--- src/ddr_page_fifo_macros.svh ---
// DPF_BEATS_PER_PAGE must stay at 256 or below since awlen/arlen are 8 bits
// beats are 8 bytes wide, so a page spans beats times 8 bytes in memory
`ifndef DDR_PAGE_FIFO_MACROS_SVH
`define DDR_PAGE_FIFO_MACROS_SVH

////////////////////////////////////////
// burst geometry
////////////////////////////////////////

// beats in one page, one page is one burst
`define DPF_BEATS_PER_PAGE 16
// width of one AXI data beat
`define DPF_DATA_W 64
// AXI byte address width
`define DPF_ADDR_W 32
// byte size of one page slot in memory
`define DPF_PAGE_BYTES (`DPF_BEATS_PER_PAGE * 8)

// width of the written and read page counters
`define DPF_PAGE_CNT_W 16

`endif

--- src/axi_burst_pkg.sv ---
// bus side types, widths come from the macro header
`default_nettype none

`include "ddr_page_fifo_macros.svh"

package axi_burst_pkg;

   ////////////////////////////////////////
   // AXI payload types
   ////////////////////////////////////////

   // one data beat on the W or R channel
   typedef logic [`DPF_DATA_W-1:0] beat_t;

   // byte address on the AW and AR channels
   typedef logic [`DPF_ADDR_W-1:0] addr_t;

   // beat index within a burst, also the awlen/arlen encoding
   // (number of beats minus one)
   typedef logic [7:0] beat_cnt_t;

endpackage

`default_nettype wire

--- src/page_ctrl_pkg.sv ---
// page control types shared by the ledger and both engines
`default_nettype none

`include "ddr_page_fifo_macros.svh"

package page_ctrl_pkg;

   // number of pages written or read since the last clear
   typedef logic [`DPF_PAGE_CNT_W-1:0] page_cnt_t;

   ////////////////////////////////////////
   // engine state machines
   ////////////////////////////////////////

   // write engine
   // idle, then address phase, data beats, and finally wait for bresp
   typedef enum logic [1:0] {
      WR_IDLE,
      WR_ADDR,
      WR_DATA,
      WR_RESP
   } wr_state_t;

   // read engine
   // no separate response phase, rlast ends the page
   typedef enum logic [1:0] {
      RD_IDLE,
      RD_ADDR,
      RD_DATA
   } rd_state_t;

endpackage

`default_nettype wire

--- src/ddr_page_fifo.sv ---
// DDR region used as a FIFO of pages, one AXI burst per page
// AXI id, size, burst type and strobes are fixed at the memory side (8-byte INCR)
`default_nettype none

module ddr_page_fifo
(
   input  wire                           sysclk_i,
   input  wire                           reset,
   // commands and configuration
   input  wire                           write_page_i,
   input  wire                           read_page_i,
   input  wire axi_burst_pkg::addr_t     base_addr_i,
   input  wire page_ctrl_pkg::page_cnt_t page_limit_i,
   // input FIFO, first-word-fall-through
   input  wire axi_burst_pkg::beat_t     in_data_i,
   input  wire                           in_empty_i,
   output logic                          in_rd_o,
   // output FIFO
   output axi_burst_pkg::beat_t          out_data_o,
   output logic                          out_we_o,
   // status
   output logic                          write_done_o,
   output logic                          read_done_o,
   output page_ctrl_pkg::page_cnt_t      pages_written_o,
   output page_ctrl_pkg::page_cnt_t      pages_read_o,
   output logic                          mem_full_o,
   // AXI write channels
   output axi_burst_pkg::addr_t          awaddr_o,
   output axi_burst_pkg::beat_cnt_t      awlen_o,
   output logic                          awvalid_o,
   input  wire                           awready_i,
   output axi_burst_pkg::beat_t          wdata_o,
   output logic                          wlast_o,
   output logic                          wvalid_o,
   input  wire                           wready_i,
   input  wire                           bvalid_i,
   output logic                          bready_o,
   // AXI read channels
   output axi_burst_pkg::addr_t          araddr_o,
   output axi_burst_pkg::beat_cnt_t      arlen_o,
   output logic                          arvalid_o,
   input  wire                           arready_i,
   input  wire axi_burst_pkg::beat_t     rdata_i,
   input  wire                           rlast_i,
   input  wire                           rvalid_i,
   output logic                          rready_o
);

   // ledger to engines
   logic                    wr_start;
   logic                    rd_start;
   axi_burst_pkg::addr_t    wr_addr;
   axi_burst_pkg::addr_t    rd_addr;
   // engines back to the ledger, also the external done pulses
   logic                    wr_page_done;
   logic                    rd_page_done;

   assign write_done_o = wr_page_done;
   assign read_done_o  = rd_page_done;

   page_ledger page_ledger_inst
   (
      .sysclk_i        (sysclk_i),
      .reset           (reset),
      .write_page_i    (write_page_i),
      .read_page_i     (read_page_i),
      .base_addr_i     (base_addr_i),
      .page_limit_i    (page_limit_i),
      .wr_page_done_i  (wr_page_done),
      .rd_page_done_i  (rd_page_done),
      .wr_start_o      (wr_start),
      .wr_addr_o       (wr_addr),
      .rd_start_o      (rd_start),
      .rd_addr_o       (rd_addr),
      .pages_written_o (pages_written_o),
      .pages_read_o    (pages_read_o),
      .mem_full_o      (mem_full_o)
   );

   page_write_engine page_write_engine_inst
   (
      .sysclk_i    (sysclk_i),
      .reset       (reset),
      .start_i     (wr_start),
      .page_addr_i (wr_addr),
      .in_data_i   (in_data_i),
      .in_empty_i  (in_empty_i),
      .in_rd_o     (in_rd_o),
      .awaddr_o    (awaddr_o),
      .awlen_o     (awlen_o),
      .awvalid_o   (awvalid_o),
      .awready_i   (awready_i),
      .wdata_o     (wdata_o),
      .wlast_o     (wlast_o),
      .wvalid_o    (wvalid_o),
      .wready_i    (wready_i),
      .bvalid_i    (bvalid_i),
      .bready_o    (bready_o),
      .page_done_o (wr_page_done)
   );

   page_read_engine page_read_engine_inst
   (
      .sysclk_i    (sysclk_i),
      .reset       (reset),
      .start_i     (rd_start),
      .page_addr_i (rd_addr),
      .araddr_o    (araddr_o),
      .arlen_o     (arlen_o),
      .arvalid_o   (arvalid_o),
      .arready_i   (arready_i),
      .rdata_i     (rdata_i),
      .rlast_i     (rlast_i),
      .rvalid_i    (rvalid_i),
      .rready_o    (rready_o),
      .out_data_o  (out_data_o),
      .out_we_o    (out_we_o),
      .page_done_o (rd_page_done)
   );

endmodule

`default_nettype wire

--- src/page_ledger.sv ---
// page_limit_i must not change while pages are held
// one write and one read may be in flight, further commands are dropped
`default_nettype none

`include "ddr_page_fifo_macros.svh"

module page_ledger
(
   input  wire                          sysclk_i,
   input  wire                          reset,
   // commands, single cycle pulses
   input  wire                          write_page_i,
   input  wire                          read_page_i,
   input  wire axi_burst_pkg::addr_t    base_addr_i,
   input  wire page_ctrl_pkg::page_cnt_t page_limit_i,
   // completion from the engines
   input  wire                          wr_page_done_i,
   input  wire                          rd_page_done_i,
   // engine starts and slot addresses
   output logic                         wr_start_o,
   output axi_burst_pkg::addr_t         wr_addr_o,
   output logic                         rd_start_o,
   output axi_burst_pkg::addr_t         rd_addr_o,
   // status
   output page_ctrl_pkg::page_cnt_t     pages_written_o,
   output page_ctrl_pkg::page_cnt_t     pages_read_o,
   output logic                         mem_full_o
);

   logic                     wr_busy;
   logic                     rd_busy;
   logic                     wr_accept;
   logic                     rd_accept;
   page_ctrl_pkg::page_cnt_t wr_cnt_nxt;
   page_ctrl_pkg::page_cnt_t rd_cnt_nxt;

   ////////////////////////////////////////
   // command gating
   ////////////////////////////////////////

   assign wr_accept  = write_page_i && !wr_busy && !mem_full_o;
   // only pages whose write has completed can be read
   assign rd_accept  = read_page_i && !rd_busy && (pages_read_o < pages_written_o);
   assign wr_cnt_nxt = pages_written_o + 1'b1;
   assign rd_cnt_nxt = pages_read_o + 1'b1;

   // slot = base + count * page bytes
   always_ff @(posedge sysclk_i)
   begin
      if (wr_accept)
      begin
         wr_addr_o <= base_addr_i + axi_burst_pkg::addr_t'(pages_written_o)
                      * axi_burst_pkg::addr_t'(`DPF_PAGE_BYTES);
      end
      if (rd_accept)
      begin
         rd_addr_o <= base_addr_i + axi_burst_pkg::addr_t'(pages_read_o)
                      * axi_burst_pkg::addr_t'(`DPF_PAGE_BYTES);
      end
   end

   ////////////////////////////////////////
   // counts, busy and full flags
   ////////////////////////////////////////

   always_ff @(posedge sysclk_i or posedge reset)
   begin
      if (reset)
      begin
         wr_start_o      <= 1'b0;
         rd_start_o      <= 1'b0;
         wr_busy         <= 1'b0;
         rd_busy         <= 1'b0;
         pages_written_o <= '0;
         pages_read_o    <= '0;
         mem_full_o      <= 1'b0;
      end
      else
      begin
         wr_start_o <= wr_accept;
         rd_start_o <= rd_accept;
         // busy from accept until the engine reports done
         if (wr_accept)
         begin
            wr_busy <= 1'b1;
         end
         else if (wr_page_done_i)
         begin
            wr_busy <= 1'b0;
         end
         if (rd_accept)
         begin
            rd_busy <= 1'b1;
         end
         else if (rd_page_done_i)
         begin
            rd_busy <= 1'b0;
         end
         // no write can complete while full, so the clear never races a write
         if (wr_page_done_i)
         begin
            pages_written_o <= wr_cnt_nxt;
            if (wr_cnt_nxt == page_limit_i)
            begin
               mem_full_o <= 1'b1;
            end
         end
         if (rd_page_done_i)
         begin
            // last held page read out, region is empty again
            if (mem_full_o && (rd_cnt_nxt == pages_written_o))
            begin
               pages_written_o <= '0;
               pages_read_o    <= '0;
               mem_full_o      <= 1'b0;
            end
            else
            begin
               pages_read_o <= rd_cnt_nxt;
            end
         end
      end
   end

endmodule

`default_nettype wire

--- src/page_read_engine.sv ---
// reads one page per start pulse as a single INCR read burst
// output FIFO must take every beat, there is no back-pressure path
`default_nettype none

`include "ddr_page_fifo_macros.svh"

module page_read_engine
(
   input  wire                        sysclk_i,
   input  wire                        reset,
   // command from the ledger
   input  wire                        start_i,
   input  wire axi_burst_pkg::addr_t  page_addr_i,
   // AXI read address channel
   output axi_burst_pkg::addr_t       araddr_o,
   output axi_burst_pkg::beat_cnt_t   arlen_o,
   output logic                       arvalid_o,
   input  wire                        arready_i,
   // AXI read data channel
   input  wire axi_burst_pkg::beat_t  rdata_i,
   input  wire                        rlast_i,
   input  wire                        rvalid_i,
   output logic                       rready_o,
   // output FIFO
   output axi_burst_pkg::beat_t       out_data_o,
   output logic                       out_we_o,
   // page finished, back to the ledger
   output logic                       page_done_o
);

   page_ctrl_pkg::rd_state_t   state;
   logic                       beat_xfer;

   // one burst covers the whole page
   assign arlen_o   = axi_burst_pkg::beat_cnt_t'(`DPF_BEATS_PER_PAGE - 1);

   // ready for data only after the address handshake
   assign rready_o  = (state == page_ctrl_pkg::RD_DATA);
   assign beat_xfer = rready_o && rvalid_i;

   ////////////////////////////////////////
   // payload registers
   ////////////////////////////////////////

   always_ff @(posedge sysclk_i)
   begin
      if ((state == page_ctrl_pkg::RD_IDLE) && start_i)
      begin
         araddr_o <= page_addr_i;
      end
      // each beat lands in the output register one cycle later
      if (beat_xfer)
      begin
         out_data_o <= rdata_i;
      end
   end

   ////////////////////////////////////////
   // read FSM
   ////////////////////////////////////////

   always_ff @(posedge sysclk_i or posedge reset)
   begin
      if (reset)
      begin
         state       <= page_ctrl_pkg::RD_IDLE;
         arvalid_o   <= 1'b0;
         out_we_o    <= 1'b0;
         page_done_o <= 1'b0;
      end
      else
      begin
         // write strobe follows the beat handshake by one cycle
         out_we_o    <= beat_xfer;
         page_done_o <= 1'b0;
         case (state)
            page_ctrl_pkg::RD_IDLE:
            begin
               if (start_i)
               begin
                  arvalid_o <= 1'b1;
                  state     <= page_ctrl_pkg::RD_ADDR;
               end
            end
            // hold arvalid and the address until accepted
            page_ctrl_pkg::RD_ADDR:
            begin
               if (arready_i)
               begin
                  arvalid_o <= 1'b0;
                  state     <= page_ctrl_pkg::RD_DATA;
               end
            end
            // rlast ends the page, done lines up with the last write strobe
            page_ctrl_pkg::RD_DATA:
            begin
               if (beat_xfer && rlast_i)
               begin
                  page_done_o <= 1'b1;
                  state       <= page_ctrl_pkg::RD_IDLE;
               end
            end
            default:
            begin
               state <= page_ctrl_pkg::RD_IDLE;
            end
         endcase
      end
   end

endmodule

`default_nettype wire

--- src/page_write_engine.sv ---
// moves one page per start pulse as a single INCR write burst
// input FIFO must be first-word-fall-through; bresp is not checked
`default_nettype none

`include "ddr_page_fifo_macros.svh"

module page_write_engine
(
   input  wire                        sysclk_i,
   input  wire                        reset,
   // command from the ledger
   input  wire                        start_i,
   input  wire axi_burst_pkg::addr_t  page_addr_i,
   // input FIFO
   input  wire axi_burst_pkg::beat_t  in_data_i,
   input  wire                        in_empty_i,
   output logic                       in_rd_o,
   // AXI write address channel
   output axi_burst_pkg::addr_t       awaddr_o,
   output axi_burst_pkg::beat_cnt_t   awlen_o,
   output logic                       awvalid_o,
   input  wire                        awready_i,
   // AXI write data channel
   output axi_burst_pkg::beat_t       wdata_o,
   output logic                       wlast_o,
   output logic                       wvalid_o,
   input  wire                        wready_i,
   // AXI write response channel
   input  wire                        bvalid_i,
   output logic                       bready_o,
   // page finished, back to the ledger
   output logic                       page_done_o
);

   // awlen encoding of one page
   localparam axi_burst_pkg::beat_cnt_t LAST_BEAT =
      axi_burst_pkg::beat_cnt_t'(`DPF_BEATS_PER_PAGE - 1);

   page_ctrl_pkg::wr_state_t   state;
   axi_burst_pkg::beat_cnt_t   beat_cnt;
   logic                       beat_xfer;

   ////////////////////////////////////////
   // data path straight from the FIFO
   ////////////////////////////////////////

   assign awlen_o = LAST_BEAT;

   // FIFO head only leaves on a pop, so wvalid cannot drop before wready
   assign wvalid_o  = (state == page_ctrl_pkg::WR_DATA) && !in_empty_i;
   assign wdata_o   = in_data_i;
   assign wlast_o   = (state == page_ctrl_pkg::WR_DATA) && (beat_cnt == LAST_BEAT);
   assign beat_xfer = wvalid_o && wready_i;
   // pop exactly the beat the slave took
   assign in_rd_o   = beat_xfer;

   assign bready_o  = (state == page_ctrl_pkg::WR_RESP);

   // slot address is latched once per page
   always_ff @(posedge sysclk_i)
   begin
      if ((state == page_ctrl_pkg::WR_IDLE) && start_i)
      begin
         awaddr_o <= page_addr_i;
      end
   end

   ////////////////////////////////////////
   // write FSM
   ////////////////////////////////////////

   always_ff @(posedge sysclk_i or posedge reset)
   begin
      if (reset)
      begin
         state       <= page_ctrl_pkg::WR_IDLE;
         awvalid_o   <= 1'b0;
         beat_cnt    <= '0;
         page_done_o <= 1'b0;
      end
      else
      begin
         // done is a single cycle pulse
         page_done_o <= 1'b0;
         case (state)
            page_ctrl_pkg::WR_IDLE:
            begin
               beat_cnt <= '0;
               if (start_i)
               begin
                  awvalid_o <= 1'b1;
                  state     <= page_ctrl_pkg::WR_ADDR;
               end
            end
            // hold awvalid and the address until accepted
            page_ctrl_pkg::WR_ADDR:
            begin
               if (awready_i)
               begin
                  awvalid_o <= 1'b0;
                  state     <= page_ctrl_pkg::WR_DATA;
               end
            end
            page_ctrl_pkg::WR_DATA:
            begin
               if (beat_xfer)
               begin
                  beat_cnt <= beat_cnt + 1'b1;
                  // last beat went out
                  if (beat_cnt == LAST_BEAT)
                  begin
                     state <= page_ctrl_pkg::WR_RESP;
                  end
               end
            end
            page_ctrl_pkg::WR_RESP:
            begin
               if (bvalid_i)
               begin
                  page_done_o <= 1'b1;
                  state       <= page_ctrl_pkg::WR_IDLE;
               end
            end
            default:
            begin
               state <= page_ctrl_pkg::WR_IDLE;
            end
         endcase
      end
   end

endmodule

`default_nettype wire
--- config.mk ---
export PLATFORM = sky130hd
export DESIGN_NAME = ddr_page_fifo
export DESIGN_NICKNAME = d
export VERILOG_FILES = /design/src/axi_burst_pkg.sv /design/src/page_ctrl_pkg.sv /design/src/ddr_page_fifo.sv /design/src/page_ledger.sv /design/src/page_read_engine.sv /design/src/page_write_engine.sv
export VERILOG_INCLUDE_DIRS = /design/src /design/src/src
export SDC_FILE = /design/constraint.sdc
export NUM_CORES = 1
export LEC_CHECK = 0
export BUFFER_PORTS_ARGS = -buffer_cell sky130_fd_sc_hd__buf_2
export CORE_AREA = 2 2 172 174
export DETAILED_ROUTE_END_ITERATION = 10
export DIE_AREA = 0 0 174 176
export GPL_TIMING_DRIVEN = 0
export PLACE_DENSITY = 0.69
export SYNTH_ARGS = -nofsm -noshare
export SYNTH_HDL_FRONTEND = slang
export SYNTH_HIERARCHICAL = 1
export SYNTH_SLANG_ARGS = --single-unit
--- constraint.sdc ---
create_clock -name sysclk_i -period 8.61 [get_ports sysclk_i]
set_input_delay 0.4305 -clock sysclk_i [delete_from_list [all_inputs] [get_ports sysclk_i]]
set_output_delay 0.4305 -clock sysclk_i [all_outputs]
set_load 0.02 [all_outputs]
; ---- Word-level counts from Yosys, hierarchy flattened
; Index checks and enable logic that the tools add are counted.
[op_classes]
n_eq_ne = 16
magnitude_cmp = 1
n_addsub = 5
reduce_logical = 28
muxes = 34
[ops]
columns = cell, count
row1 = 32-bit by 23-bit adder with 32-bit output, 2
row2 = 16-bit 2-to-1 mux, 4
row3 = "16-bit by 1-bit adder with 16-bit output, second input constant", 2
row4 = 16-bit == test, 2
row5 = 16-bit < comparator, 1
row6 = 1-bit 2-to-1 mux, 16
row7 = 2-bit 2-to-1 mux, 8
row8 = "2-bit inequality test, second input constant", 8
row9 = 8-bit one-hot mux with 2 select lines, 1
row10 = 1-bit logical AND, 12
row11 = 2-bit nonzero test, 5
row12 = 3-bit AND reduction, 3
row13 = "8-bit by 1-bit adder with 8-bit output, second input constant", 1
row14 = "8-bit by 4-bit == test with 1-bit output, second input constant", 1
row15 = 8-bit 2-to-1 mux, 1
row16 = 2-bit one-hot mux with 4 select lines, 1
row17 = "2-bit == test, second input constant", 3
row18 = 2-bit one-hot mux with 3 select lines, 1
row19 = 5-bit AND reduction, 1
row20 = "2-bit by 1-bit == test with 1-bit output, second input constant", 2
row21 = 1-bit logical NOT, 4
row22 = 2-bit logical NOT, 2
row23 = 1-bit one-hot mux with 2 select lines, 2
row24 = 2-bit AND reduction, 1
[word_totals]
elab_cells = 104
reg_bits = 246

; ---- Depth between registers and ports, before layout
[depth]
ltp_word = 6
ltp_mapped = 11
ltp_nobuf = 10

; ---- Cells and area by module
; Netlist, hierarchy kept.
[by_module_without_submodules]
columns = mod, n_inst, cells_per_inst, area_each_um2
row1 = page_ledger, 1, 671, 6708.9
row2 = page_read_engine, 1, 126, 3151.8
row3 = page_write_engine, 1, 178, 2175.8

; ---- Least setup slack after synthesis
; No wires, ideal clock.
[synth_path]
path_type = reg2reg
startpoint = reg page_ledger_inst.pages_written_o[2]
endpoint = reg page_ledger_inst.rd_addr_o[0], enable pin
stages_incl_launch_ff = 10
required_ns = 8.166
arrival_ns = 3.526
slack_ns = 4.640
path_cell_list = dfrtp_1 > clkbuf_1 > inv_1 > ha_1 > o21ai_0 > nand2b_1 > a21oi_1 > o21ai_0 > a21o_1 > a31oi_1
[synth_via]
elab_chain_len = 2
[synth_lines]
columns = element, line_no
row1 = "start, declared", page_ledger.sv:25  ; output page_ctrl_pkg::page_cnt_t pages_written_o,
row2 = "start signal, assigned", page_ledger.sv:102  ; pages_written_o <= wr_cnt_nxt;
row3 = 16-bit < comparator, page_ledger.sv:43  ; assign rd_accept = read_page_i && !rd_busy && (pages_read_o < pages_written_o);
row4 = 1-bit logical AND, page_ledger.sv:43
row5 = net page_ledger_inst.rd_accept, page_ledger.sv:33  ; logic rd_accept;
row6 = "end signal, assigned", page_ledger.sv:57  ; rd_addr_o <= base_addr_i + axi_burst_pkg::addr_t'(pages_read_o)
row7 = "end, declared", page_ledger.sv:23  ; output axi_burst_pkg::addr_t rd_addr_o,
; The timed path passes the listed nets, and every way through them passes these cells.
; A chain may end at the register's enable or synchronous reset.

; ---- Final worst setup path
[layout_path]
startpoint = reg page_ledger_inst.pages_read_o[0]
endpoint = reg page_ledger_inst.rd_addr_o[29], data pin
[layout_via]
elab_chain_len = 1
[layout_lines]
columns = element, line_no
row1 = "start, declared", page_ledger.sv:26  ; output page_ctrl_pkg::page_cnt_t pages_read_o,
row2 = "start signal, assigned", page_ledger.sv:119  ; pages_read_o <= rd_cnt_nxt;
row3 = 32-bit by 23-bit adder with 32-bit output, page_ledger.sv:57
; Every way passes these cells.

==> results.cfg <==
[setup_path]
crit_path_end_kind = flip-flop
worst_path_dominant_cell_family = compound AO/OA/AOI/OAI gates
worst_setup_path_startpoint = page_ledger_inst/pages_read_o[0]$_DFFE_PP0P_
path_depth = 10
worst-r2r-cell-count = 10
criticalPathCategory = flip-flop to flip-flop
crit_path_max_fanout = 7
cp_slowest_cell = sky130_fd_sc_hd__dfrtp_1
worstReg2RegStart = page_ledger_inst/pages_read_o[0]$_DFFE_PP0P_
cpPeakStageDelay_ns = 0.51
cp.buffers_inverters = 0
worstSetupStartpointType = flip-flop
crit_required_ns = 8.87
wp_data_arrival_ns = 3.98
critical_path.cell_chain = ha_1 > fa_1 > a211o_1 > a211oi_1 > o21bai_1 > a221oi_2 > o21ai_0 > a21oi_1 > nor2_1 > xor2_1

[timing]
layout_setup_ws_ns = 4.90
final_critical_delay_including_setup_and_external_delays_ns = 3.71
final_max_slew_viol_count = 0
final.period_utilization = 0.431
setup_viol = 0
maxSlewHeadroom = 0.411
worstMarginPinSlew_ns = 0.883
unrepaired_setup_endpoints_after_global_routing = no
setup_total_negative_slack_ns = 0
clock.fmax_ghz = 0.269
report.final.hold_viol_count = 0
finalClockSkew_ns = 0.0153

[global_routing]
grt_util_all_layers = 0.194
first_global_vias = 8408
maximum_number_of_pins_on_one_net_before_global_route_repair = 42
global_route_wire_length_before_repair_um = 46400
gr-total-overflow = 0
antenna_violations_before_repair = 4

[die]
ios = 438
die_width_um = 174
std_cell_rows = 62
floorplan.die_area_um2 = 30600
die_h_um = 176
core-area_um2 = 28500
starting_density_of_the_core = 0.422

[placed_design]
gp_congestion = 0.885
place.detailed.hpwl_um = 24900
placement.io_buffers = 357
placedInstanceArea_um2 = 14500
dpl_worst_slack_ns = 5.01

[power]
leakage_uw = 0.00659
vdd_ir_drop_max_mv = 0.146
power.density_cell_area_nw_per_um2 = 222

[clock_tree]
htree_levels = 1
cts_made_buffers = 26
cts-root-to-sink-buffers = 3
clk_pin_slew_worst_paths_ns = 0.06
numClockSinks = 246
clk_root_buffer_cell = sky130_fd_sc_hd__clkbuf_16
tritoncts = built
ctsResizeCount = 0
clk-insertion-delay-late_ns = 0.53

[cells_and_area]
layout.nets = 1626
drive_above_1_share = 0.369
fillers = 2523
syn_to_final_growth_pct = 26.9
final_design_area_no_fill_um2 = 15300

[yosys]
synth-async-reset-ratio = 0.220
synth.yosys.seq_area_share = 0.591
synth_edf_count = 192
netlist_area_um2 = 12000
yosysWarningCount = 6
netlist_instances = 975
synth_top_flop_cell = sky130_fd_sc_hd__edfxtp_1
syn_avg_cell_area_um2 = 12.3
synth.ff_latch_count = 246
yosys.cell_types.count = 71

[routing]
route.vias.total = 8776
first_pass_iters = 5
drc_errors = 0
post_drt_wl_per_cell_um = 17.7
totalWireLength_um = 31600
viasPerCell = 4.92
postRouteAntennaNets = 0
first_iter_violations = 503

[min_path]
min_delay_startpoint = rdata_i[56]
hold_path_class = primary input to flip-flop
hold-path-cell-count = 1

[flow_run]
max_cap_violations = 0

[status]
outcome = complete, no violations
==> cell usage in the layout (no fill, tap or decap), types with 27 or more instances in the layout <==
cell	synthesis	layout
sky130_fd_sc_hd__buf_2	5	362
sky130_fd_sc_hd__edfxtp_1	192	192
sky130_fd_sc_hd__buf_4	81	81
sky130_fd_sc_hd__nor2_1	77	77
sky130_fd_sc_hd__xnor2_1	63	63
sky130_fd_sc_hd__ha_1	56	56
sky130_fd_sc_hd__dfrtp_1	54	54
sky130_fd_sc_hd__nand2_1	52	52
sky130_fd_sc_hd__o21ai_0	44	44
sky130_fd_sc_hd__a21oi_1	37	37
sky130_fd_sc_hd__inv_1	37	36
sky130_fd_sc_hd__xor2_1	34	34
sky130_fd_sc_hd__clkbuf_16	0	27
==> area by class of cell <==
type / instances / area, µm² / area share
Sequential cell: 246 / 7120 / 0.466
Inverter: 38 / 143 / 0.00934
Timing Repair Buffer: 366 / 1910 / 0.125
Clock inverter: 13 / 73.8 / 0.00483
Antenna cell: 2 / 5.00 / 0.000328
Multi-Input combinational cell: 600 / 4130 / 0.271
Tap cell: 384 / 480 / 0.0315
Buffer: 103 / 716 / 0.0469
Clock buffer: 33 / 698 / 0.0457
==> report_power, final <==
part	switching, µW	total (µW)	internal [µW]
registers	88.3	1570	1480
clock network	452	1020	573
logic	499	800	301
==> final timing paths <==
path	endpoint	slack, ns
hold / removal	page_read_engine_inst/out_data_o[56]$_DFFE_PP_	0.08
max in group asynchronous	page_ledger_inst/wr_busy$_DFFE_PP0P_	7.45
setup reg to reg	page_ledger_inst/rd_addr_o[29]$_DFFE_PP_	4.90
hold reg to reg	page_read_engine_inst/araddr_o[11]$_DFFE_PP_	0.41
setup / recovery	page_ledger_inst/rd_addr_o[29]$_DFFE_PP_	4.90
min in group asynchronous	page_read_engine_inst/out_we_o$_DFF_PP0_	0.39
==> registers in the layout, summed over array words and instances, names as in the netlist, 2 cells and up <==
register / flops
page_write_engine_inst/state: 2
page_write_engine_inst/beat_cnt: 8
page_read_engine_inst/araddr_o: 32
page_read_engine_inst/out_data_o: 64
page_ledger_inst/pages_read_o: 16
page_ledger_inst/wr_addr_o: 32
page_write_engine_inst/awaddr_o: 32
page_ledger_inst/rd_addr_o: 32
page_read_engine_inst/state: 2
page_ledger_inst/pages_written_o: 16
==> kinds of logic after synthesis <==
logic type	after synthesis	synth area share
xor gates and xnor gates	97	0.0706
other	4	0.00125
DFF	246	0.591
and+or+nand+nor	264	0.113
AOI/OAI and AO/OA	160	0.0869
adders and majority gates	58	0.0615
muxes	5	0.00447
buffers and inverters	141	0.0713
==> synth_stat cells, drive strengths merged (13+ instances only) <==
cell / instances / area share
nor3: 23 / 0.011
dfrtp: 54 / 0.11
nand2b: 13 / 0.0068
ha: 56 / 0.058
a21o: 14 / 0.0087
buf: 89 / 0.055
o21ai: 44 / 0.018
nor2: 78 / 0.025
edfxtp: 192 / 0.48
nand3: 23 / 0.011
nand2: 54 / 0.017
a21oi: 38 / 0.016
inv: 38 / 0.012
xnor2: 63 / 0.046
clkbuf: 14 / 0.0044
xor2: 34 / 0.025
==> through the flow <==
step	hold slack [ns]	total power, µW	util	cells
finish	0.0833	3390	0.535	1785
global route	0.0570	3550	0.535	1785
CTS	0.0555	3430	0.535	1783
detailed placement	0.370	2400	0.507	1736
global placement	0.356	2360	0.503	1728
floorplan	0.209	2100	-	987
==> routing by layer <==
layer | up-vias | wire length [µm] | global-route usage
met5 | - | 26 | 0
met3 | 52 | 2200 | 0.0394
met4 | 4 | 799 | 0.0602
met2 | 331 | 15200 | 0.323
li1 | 4249 | - | -
met1 | 4140 | 13300 | 0.257
==> what timing repair did <==
| item | in CTS | in global routing |
|---|---|---|
| buffers inserted | 0 | 0 |
| hold endpoints to repair | 17 | 0 |
| hold buffers | 1 | 0 |
Note: power is estimated with default switching activity, not from simulation.
